==> src/rtl/heartMonitor_defines.svh <==
/* widths, frame timing, filter and peak detector constants
   for the heart rate monitor signal path */
`ifndef HEART_MONITOR_DEFINES_SVH
`define HEART_MONITOR_DEFINES_SVH

// serial framing
`define SAMPLE_W 10 // ADC sample bits
`define FRAME_W 16 // bits per SPI word
`define FRAME_LEN 16 // sck cycles per frame

// FIR low-pass
`define FIR_TAPS 31
`define COEF_W 8
`define COEF_SHIFT 10 // coefficients scaled by 1024

// slope window peak detector
`define WINDOW_LEN 128 // slope bits kept
`define HALF_LEN 64
`define LEFT_MAX 55 // older half must hold no more ones than this
`define RIGHT_MIN 40 // newer half needs at least this many ones
`define HOLD_LEN 128 // samples the LED stays lit

// heart rate
`define RATE_SAMPLES 256 // samples per rate window
`define BPM_MULT 6
`define RATE_W 12

// DAC command word
`define DAC_W 11

`endif

==> src/rtl/controlPkg.sv <==
/* state encodings for the peak detector and DAC sequencer */
package controlPkg;

	// peak detector, hold keeps the LED lit
	typedef enum logic {
		SEARCH,
		HOLD
	} peakState_e;

	// DAC sequencing within one frame
	typedef enum logic [1:0] {
		IDLE,
		SHIFT, // 11 data bits out
		STROBE, // load pulled low
		RECOVER // load back high
	} dacState_e;

endpackage

==> src/rtl/signalPkg.sv <==
/* sample, coefficient, peak count and rate types,
   plus the half table of FIR coefficients */
`include "heartMonitor_defines.svh"

package signalPkg;

	typedef logic [`SAMPLE_W-1:0] sample_t; // raw or filtered
	typedef logic [`COEF_W-1:0] coef_t;
	typedef logic [7:0] peakCount_t; // wraps at 256
	typedef logic [`RATE_W-1:0] rate_t; // beats per minute

	// taps 0..15, filter mirrors them around tap 15
	// sum of all 31 taps is 1028, close to unity gain after >>10
	localparam coef_t coefTable [16] = '{
		8'd3, 8'd4, 8'd6, 8'd8,
		8'd12, 8'd17, 8'd23, 8'd29,
		8'd36, 8'd43, 8'd50, 8'd56,
		8'd61, 8'd65, 8'd67, 8'd68
	};

endpackage

==> src/rtl/dacSerializer.sv <==
/* DAC command word build, serial shift-out and active-low load strobe */
`include "heartMonitor_defines.svh"

module dacSerializer
	import signalPkg::*, controlPkg::*;
(
	input logic sck,
	input logic reset,
	input sample_t filtered,
	input logic filtValid,
	output logic dacSerial,
	output logic dacLoad
);
	localparam int BIT_W = $clog2(`DAC_W);

	dacState_e state;
	logic [`DAC_W-1:0] dacWord; // shifts out MSB first
	logic [BIT_W-1:0] bitCnt;

	always_ff @(posedge sck, posedge reset)
		if (reset)
		begin
			state <= IDLE;
			bitCnt <= '0;
			dacSerial <= 1'b0;
			dacLoad <= 1'b1;
		end
		else
			case (state)
				IDLE:
					if (filtValid)
					begin
						state <= SHIFT;
						bitCnt <= '0;
					end
				SHIFT:
				begin
					dacSerial <= dacWord[`DAC_W-1];
					bitCnt <= bitCnt + 1'b1;
					if (bitCnt == BIT_W'(`DAC_W - 1))
						state <= STROBE; // last bit is out
				end
				STROBE:
				begin
					dacLoad <= 1'b0; // DAC latches the word
					state <= RECOVER;
				end
				RECOVER:
				begin
					dacLoad <= 1'b1;
					state <= IDLE;
				end
				default:
					state <= IDLE;
			endcase

	// channel A, 1x range, top 8 bits of the sample
	always_ff @(posedge sck)
		if (state == IDLE && filtValid)
			dacWord <= {2'b00, 1'b0, filtered[`SAMPLE_W-1:2]};
		else if (state == SHIFT)
			dacWord <= {dacWord[`DAC_W-2:0], 1'b0};

endmodule

==> src/rtl/firFilter.sv <==
/* 31-tap symmetric FIR low-pass with folded tap pairs
   and saturation of the scaled result */
`include "heartMonitor_defines.svh"

module firFilter
	import signalPkg::*;
(
	input logic sck,
	input logic reset,
	input sample_t sample,
	input logic sampleValid,
	output sample_t filtered,
	output logic filtValid
);
	localparam int CENTER = `FIR_TAPS / 2; // tap 15
	localparam int ACC_W = `SAMPLE_W + `COEF_W + 3; // 1023 * 1028 fits

	sample_t delayLine [`FIR_TAPS-1]; // x[n-1] .. x[n-30]
	sample_t taps [`FIR_TAPS]; // window including the new sample
	logic [ACC_W-1:0] acc;
	logic [ACC_W-1:0] scaled;

	// new sample enters at tap 0 in the same cycle
	always_comb
	begin
		taps[0] = sample;
		for (int k = 1; k < `FIR_TAPS; k++)
			taps[k] = delayLine[k-1];
	end

	// fold mirrored taps before the multiply
	always_comb
	begin
		acc = ACC_W'(taps[CENTER]) * ACC_W'(coefTable[CENTER]);
		for (int k = 0; k < CENTER; k++)
			acc = acc + (ACC_W'(taps[k]) + ACC_W'(taps[`FIR_TAPS-1-k]))
				* ACC_W'(coefTable[k]);
	end

	assign scaled = acc >> `COEF_SHIFT;

	always_ff @(posedge sck, posedge reset)
		if (reset)
		begin
			for (int k = 0; k < `FIR_TAPS - 1; k++)
				delayLine[k] <= '0;
			filtValid <= 1'b0;
		end
		else
		begin
			filtValid <= sampleValid; // one cycle behind the sample
			if (sampleValid)
			begin
				delayLine[0] <= sample;
				for (int k = 1; k < `FIR_TAPS - 1; k++)
					delayLine[k] <= delayLine[k-1];
			end
		end

	// gain slightly above one, so clip at full scale
	always_ff @(posedge sck)
		if (sampleValid)
		begin
			if (|scaled[ACC_W-1:`SAMPLE_W])
				filtered <= '1;
			else
				filtered <= scaled[`SAMPLE_W-1:0];
		end

endmodule

==> src/rtl/heartMonitorTop.sv <==
/* heart rate monitor signal chain: receiver, FIR,
   then peak detector, rate meter and DAC serializer */
module heartMonitorTop
	import signalPkg::*;
(
	input logic sck,
	input logic reset,
	input logic sdo, // ADC serial data
	output logic peakLed,
	output peakCount_t peakCount,
	output rate_t heartRate,
	output logic rateValid,
	output logic dacSerial,
	output logic dacLoad // active low
);
	sample_t sample;
	logic sampleValid; // frame reference for the chain
	sample_t filtered;
	logic filtValid;
	logic peakPulse;

	spiSampleReceiver spiSampleReceiver_i (
		.sck(sck),
		.reset(reset),
		.sdo(sdo),
		.sample(sample),
		.sampleValid(sampleValid)
	);

	firFilter firFilter_i (
		.sck(sck),
		.reset(reset),
		.sample(sample),
		.sampleValid(sampleValid),
		.filtered(filtered),
		.filtValid(filtValid)
	);

	// three consumers of the filtered stream
	peakDetector peakDetector_i (
		.sck(sck),
		.reset(reset),
		.filtered(filtered),
		.filtValid(filtValid),
		.peakLed(peakLed),
		.peakPulse(peakPulse),
		.peakCount(peakCount)
	);

	heartRateMeter heartRateMeter_i (
		.sck(sck),
		.reset(reset),
		.filtValid(filtValid),
		.peakPulse(peakPulse),
		.heartRate(heartRate),
		.rateValid(rateValid)
	);

	dacSerializer dacSerializer_i (
		.sck(sck),
		.reset(reset),
		.filtered(filtered),
		.filtValid(filtValid),
		.dacSerial(dacSerial),
		.dacLoad(dacLoad)
	);

endmodule

==> src/rtl/heartRateMeter.sv <==
/* peaks per fixed sample window, latched as beats per minute */
`include "heartMonitor_defines.svh"

module heartRateMeter
	import signalPkg::*;
(
	input logic sck,
	input logic reset,
	input logic filtValid,
	input logic peakPulse,
	output rate_t heartRate,
	output logic rateValid
);
	localparam int CNT_W = $clog2(`RATE_SAMPLES);

	logic sampleTick; // filtValid delayed, lines up with peakPulse
	logic [CNT_W-1:0] sampleCnt;
	peakCount_t winPeaks;

	always_ff @(posedge sck, posedge reset)
		if (reset)
		begin
			sampleTick <= 1'b0;
			sampleCnt <= '0;
			winPeaks <= '0;
			heartRate <= '0;
			rateValid <= 1'b0;
		end
		else
		begin
			sampleTick <= filtValid;
			rateValid <= 1'b0;
			if (sampleTick)
			begin
				if (sampleCnt == CNT_W'(`RATE_SAMPLES - 1))
				begin
					// last sample, its own peak still belongs here
					heartRate <= rate_t'(winPeaks + peakCount_t'(peakPulse))
						* rate_t'(`BPM_MULT);
					rateValid <= 1'b1;
					sampleCnt <= '0;
					winPeaks <= '0; // window restarts
				end
				else
				begin
					sampleCnt <= sampleCnt + 1'b1;
					winPeaks <= winPeaks + peakCount_t'(peakPulse);
				end
			end
		end

endmodule

==> src/rtl/peakDetector.sv <==
/* slope window peak detector with running half sums,
   LED hold timer and peak counter */
`include "heartMonitor_defines.svh"

module peakDetector
	import signalPkg::*, controlPkg::*;
(
	input logic sck,
	input logic reset,
	input sample_t filtered,
	input logic filtValid,
	output logic peakLed,
	output logic peakPulse,
	output peakCount_t peakCount
);
	localparam int SUM_W = $clog2(`HALF_LEN + 1); // holds 0..64
	localparam int HOLD_W = $clog2(`HOLD_LEN);

	peakState_e state;
	sample_t prevSample;
	logic slopeBit;
	logic [`WINDOW_LEN-1:0] window; // bit 0 newest
	logic [SUM_W-1:0] leftSum; // ones in older half
	logic [SUM_W-1:0] rightSum; // ones in newer half
	logic [SUM_W-1:0] leftNext;
	logic [SUM_W-1:0] rightNext;
	logic [HOLD_W-1:0] holdCnt;
	logic found;

	assign slopeBit = (filtered <= prevSample); // not rising

	// bit at HALF_LEN-1 crosses into the older half, top bit drops out
	assign rightNext = rightSum + SUM_W'(slopeBit) - SUM_W'(window[`HALF_LEN-1]);
	assign leftNext = leftSum + SUM_W'(window[`HALF_LEN-1]) - SUM_W'(window[`WINDOW_LEN-1]);

	// rising then falling shape, judged on the updated sums
	assign found = (state == SEARCH) && (leftNext <= `LEFT_MAX) && (rightNext >= `RIGHT_MIN);

	always_ff @(posedge sck, posedge reset)
		if (reset)
		begin
			state <= SEARCH;
			prevSample <= '0;
			window <= '1; // starts as all falling
			leftSum <= SUM_W'(`HALF_LEN);
			rightSum <= SUM_W'(`HALF_LEN);
			holdCnt <= '0;
			peakLed <= 1'b0;
			peakPulse <= 1'b0;
			peakCount <= '0;
		end
		else
		begin
			peakPulse <= 1'b0;
			if (filtValid)
			begin
				prevSample <= filtered;
				window <= {window[`WINDOW_LEN-2:0], slopeBit};
				leftSum <= leftNext;
				rightSum <= rightNext;
				case (state)
					SEARCH:
						if (found)
						begin
							state <= HOLD;
							holdCnt <= '0;
							peakLed <= 1'b1;
							peakPulse <= 1'b1; // to rate meter
							peakCount <= peakCount + 1'b1;
						end
					HOLD:
						if (holdCnt == HOLD_W'(`HOLD_LEN - 1))
						begin
							state <= SEARCH; // 128 samples done
							peakLed <= 1'b0;
						end
						else
							holdCnt <= holdCnt + 1'b1;
					default:
						state <= SEARCH;
				endcase
			end
		end

endmodule

==> src/rtl/spiSampleReceiver.sv <==
/* frame counter and serial-to-parallel capture of ADC samples */
`include "heartMonitor_defines.svh"

module spiSampleReceiver
	import signalPkg::*;
(
	input logic sck,
	input logic reset,
	input logic sdo,
	output sample_t sample,
	output logic sampleValid
);
	localparam int POS_W = $clog2(`FRAME_LEN);

	logic [POS_W-1:0] framePos; // bit position in frame
	logic [`FRAME_W-2:0] shiftReg; // bits received so far
	logic [`FRAME_W-1:0] frameWord;

	assign frameWord = {shiftReg, sdo}; // complete on the last bit

	always_ff @(posedge sck, posedge reset)
		if (reset)
		begin
			framePos <= '0;
			sampleValid <= 1'b0;
		end
		else
		begin
			framePos <= framePos + 1'b1; // wraps every frame
			sampleValid <= (framePos == POS_W'(`FRAME_LEN - 1));
		end

	// MSB first, upper bits of the word are dropped
	always_ff @(posedge sck)
	begin
		shiftReg <= frameWord[`FRAME_W-2:0];
		if (framePos == POS_W'(`FRAME_LEN - 1))
			sample <= frameWord[`SAMPLE_W-1:0];
	end

endmodule

==> config.mk <==
export PLATFORM = sky130hd
export DESIGN_NAME = heartMonitorTop
export DESIGN_NICKNAME = d
export VERILOG_FILES = /design/src/rtl/controlPkg.sv /design/src/rtl/signalPkg.sv /design/src/rtl/dacSerializer.sv /design/src/rtl/firFilter.sv /design/src/rtl/heartMonitorTop.sv /design/src/rtl/heartRateMeter.sv /design/src/rtl/peakDetector.sv /design/src/rtl/spiSampleReceiver.sv
export VERILOG_INCLUDE_DIRS = /design/src /design/src/rtl
export SDC_FILE = /design/constraint.sdc
export NUM_CORES = 2
export LEC_CHECK = 0
export BUFFER_PORTS_ARGS = -buffer_cell sky130_fd_sc_hd__buf_2
export CAP_MARGIN = 25
export CORE_ASPECT_RATIO = 1.75
export CORE_MARGIN = 1
export CORE_UTILIZATION = 45
export CTS_BUF_LIST = sky130_fd_sc_hd__clkbuf_2 sky130_fd_sc_hd__clkbuf_4 sky130_fd_sc_hd__clkbuf_8
export DETAILED_ROUTE_END_ITERATION = 7
export PLACE_DENSITY = 0.7
export SYNTH_ARGS = -nofsm -noshare
export SYNTH_HDL_FRONTEND = slang
export SYNTH_SLANG_ARGS = --single-unit
==> constraint.sdc <==
create_clock -name sck -period 25.5 [get_ports sck]
set_input_delay 3.825 -clock sck [delete_from_list [all_inputs] [get_ports sck]]
set_output_delay 3.825 -clock sck [all_outputs]
set_load 0.03 [all_outputs]
==> out/qor.yml <==
global_route:
  grt_antenna_before_repair: 1
  overflow: 0
  grt_use_total: 0.2228
  grt_pass1_vias: 29390
  grt_pass1_wl_mm: 162.9
  grt_max_degree: 103
clocking:
  cts_max_level: 3
  clock_path_buffers: 3
  numCtsBuffers: 84
  clock_latency_ns: 0.84
  cts_sinks: 553
  cts_hold_buf: 0
  post_cts_buffers: 0
  clk_pin_slew_ns: 0.07
  ctsResizeCount: 0
  root_buffer: "clkbuf_8"
  cts_tree: "done"
timing:
  rsz0062_at_grt: "no"
  fmax_ghz: 0.08641
  setup_violations: 0
  period_share: 0.4539
  slew_headroom: 0.2739
  final_max_slew_viol_count: 0
  finClkSkew_ns: 0.06740
  period_minus_slack_ns: 11.57
  final_hold_viol_count: 0
  tightest_slew_ns: 1.081
  tns_ns: 0
route:
  ant_nets: 0
  routed_via_density: 5.282
  postRouteWirelength_mm: 103.1
  routedWlPerCell_um: 20.18
  vias: 26990
  firstDrtPassIters: 7
  drc: 0
  drt_iter0_drc: 1139
synthesis:
  synth_area_leaders: "dfrtp_1 22%, fa_1 18%, ha_1 14%"
  synth_nets: 4649
  synth_seq_cells: 553
  synthCells: 3763
  synth_area_mm2: 0.04302
  synth_flop_cell: "dfrtp_1"
  postSynthAreaPerCell_um2: 11.43
  synth_top_area_share: 0.2222
  ys_warn_count: 0
  synth_area_leader_cell: "dfrtp_1"
  ys_types: 77
  synth-edff-count: 28
  synth-seq-area-share: 0.3273
  synthArstFlopShare: 0.9277
final_layout:
  area_growth_pct: 8.172
  nets: 4722
  final_layout_size_suffix_gt1_frac: 0.2066
  utilization: 0.4924
  nFillCells: 8399
floorplanning:
  ios: 27
  die_y_um: 411.0
  coreArea_mm2: 0.09452
  dieArea_mm2: 0.09689
  rows: 149
  start_util: 0.4552
  chipWidth_um: 235.7
power_and_ir_drop:
  p_per_area_mw_per_mm2: 45.59
  ir_drop_mv: 0.04361
  p_leak_nw: 24.43
critical_path:
  cp-start-kind: "flop"
  end_kind: "flop"
  crit_slowest_cell: "fa_1"
  critPathRequiredTime_ns: 26.04
  crit_path_max_fanout: 7
  critPathArrivalTime_ns: 12.11
  cp_slowest_stage_delay_ns: 0.56
  path_class: "flop to flop"
outcome:
  status: "finished, final reports clean"
hold_path:
  hold_path.class: "flop to flop"
place:
  dp_hpwl_mm: 84.94
  gp_congestion: 0.9693
  io_buffer_count: 25
run:
  drv_cap: 0
-- final cells by class --
class,instances,area (µm²),share of cell area
antenna,1,2.502,0.00005377
clock buffer,120,1470,0.03159
clock inverter,31,350.3,0.007528
inverter,724,2725,0.05856
multi-input combinational,2418,25960,0.5578
sequential,553,14090,0.3028
tap,1208,1511,0.03248
timing repair buffer,55,430.4,0.009249
-- critical path: cells and delay by family (launching register included) --
kind	cells	cell delay [ns]
flops	1	0.37
fa+ha+maj	16	6.94
buf+inv	11	0.58
xor+xnor	2	0.57
simple gates	2	0.51
compound gates	11	2.32
-- final timing paths --
path | startpoint | to | slack [ns] | cells past startpoint
min in group asynchronous | reset | firFilter_i.delayLine[225]$_DFFE_PP0P_ | 3.13 | 2
max in group asynchronous | reset | peakDetector_i.window[113]$_DFFE_PP1P_ | 19.40 | 6
min | spiSampleReceiver_i.shiftReg[4]$_DFF_P_ | spiSampleReceiver_i.shiftReg[5]$_DFF_P_ | 0.36 | 0
max reg2reg | firFilter_i.delayLine[200]$_DFFE_PP0P_ | firFilter_i.filtered[0]$_SDFFCE_PP1P_ | 13.93 | 42
min reg2reg | spiSampleReceiver_i.shiftReg[4]$_DFF_P_ | spiSampleReceiver_i.shiftReg[5]$_DFF_P_ | 0.36 | 0
max | firFilter_i.delayLine[200]$_DFFE_PP0P_ | firFilter_i.filtered[0]$_SDFFCE_PP1P_ | 13.93 | 42
-- cell usage in the layout, fill, tap and decap left out, drive strengths merged, types with 28 or more instances in the layout --
cell type / instances
clkbuf: 120
nor2: 73
fa: 397
inv: 728
mux2: 429
buf: 55
ha: 486
dfstp: 131
o21bai: 42
xor2: 89
nand2: 129
o21ai: 105
xnor2: 117
dfrtp: 382
nand3: 33
a21o: 64
edfxtp: 28
a21oi: 149
-- through the flow --
stage / power (mW) / hold WS (ns) / std cells / setup slack (ns) / instance area, µm²
after floorplan: 1.231 / 0.3265 / 3763 / 7.564 / 43020
after detailed placement: 1.338 / 0.3407 / 4954 / 13.86 / 44600
after global placement: 1.328 / 0.3443 / 4953 / 13.98 / 44600
after global routing: 2.240 / 0.3652 / 5110 / 13.29 / 46540
after CTS: 2.155 / 0.3568 / 5105 / 13.85 / 46420
final: 2.122 / 0.3563 / 5110 / 13.93 / 46540
-- routing by layer --
layer  track usage  part of all wire
met5             0                 0
met4        0.2050              0.11
met3       0.03139             0.031
met2        0.4098              0.53
met1        0.2137              0.33
-- registers in the layout, indices dropped and copies added, names as in the netlist, 2 cells and up --
register and cells:
spiSampleReceiver_i.framePos 4, peakDetector_i.leftSum 7, peakDetector_i.window 128, dacSerializer_i.dacWord 11, heartRateMeter_i.winPeaks 8, peakDetector_i.peakCount 8, heartRateMeter_i.sampleCnt 8, spiSampleReceiver_i.sample 10
dacSerializer_i.state 2, heartRateMeter_i.heartRate 11, spiSampleReceiver_i.shiftReg 9, peakDetector_i.rightSum 7, peakDetector_i.prevSample 10, firFilter_i.filtered 10, dacSerializer_i.bitCnt 4, peakDetector_i.holdCnt 7
firFilter_i.delayLine 300
-- logic make-up (layout without fill, tap and decap cells) --
kind of cell | after synthesis | after routing | synth area share
fa+ha+maj | 883 | 883 | 0.3261
buf+inv | 792 | 930 | 0.06948
flops | 553 | 553 | 0.3273
compound gates | 476 | 476 | 0.07082
mux | 449 | 449 | 0.1169
simple gates | 402 | 402 | 0.04662
xor+xnor | 207 | 207 | 0.04264
other cells | 1 | 2 | 0.00008717
-- where the power goes --
group / total [mW] / internal, mW / switching [mW]
combinational: 0.400 / 0.166 / 0.234
sequential: 0.921 / 0.908 / 0.0122
clock: 0.802 / 0.413 / 0.388
total: 2.12 / 1.49 / 0.634
-- Yosys cell counts, drive strengths merged, types with 7 or more instances --
cell type	instances
o21bai	42
o21ai	105
or2	13
inv	724
o311ai	7
nor3	25
buf	11
mux2	429
a21o	64
ha	486
dfrtp	382
xor2	89
a21boi	8
o21a	27
edfxtp	28
nand4	17
a211oi	10
clkbuf	57
nand2	129
xnor2	117
a21oi	149
nand2b	12
nor4b	7
nand3	33
a31oi	14
fa	397
and2	9
dfxtp	12
dfstp	131
and3	20
or3b	12
nor4	7
nor2b	27
nor2	73
mux2i	20
Power figures use the tool's default switching activity.
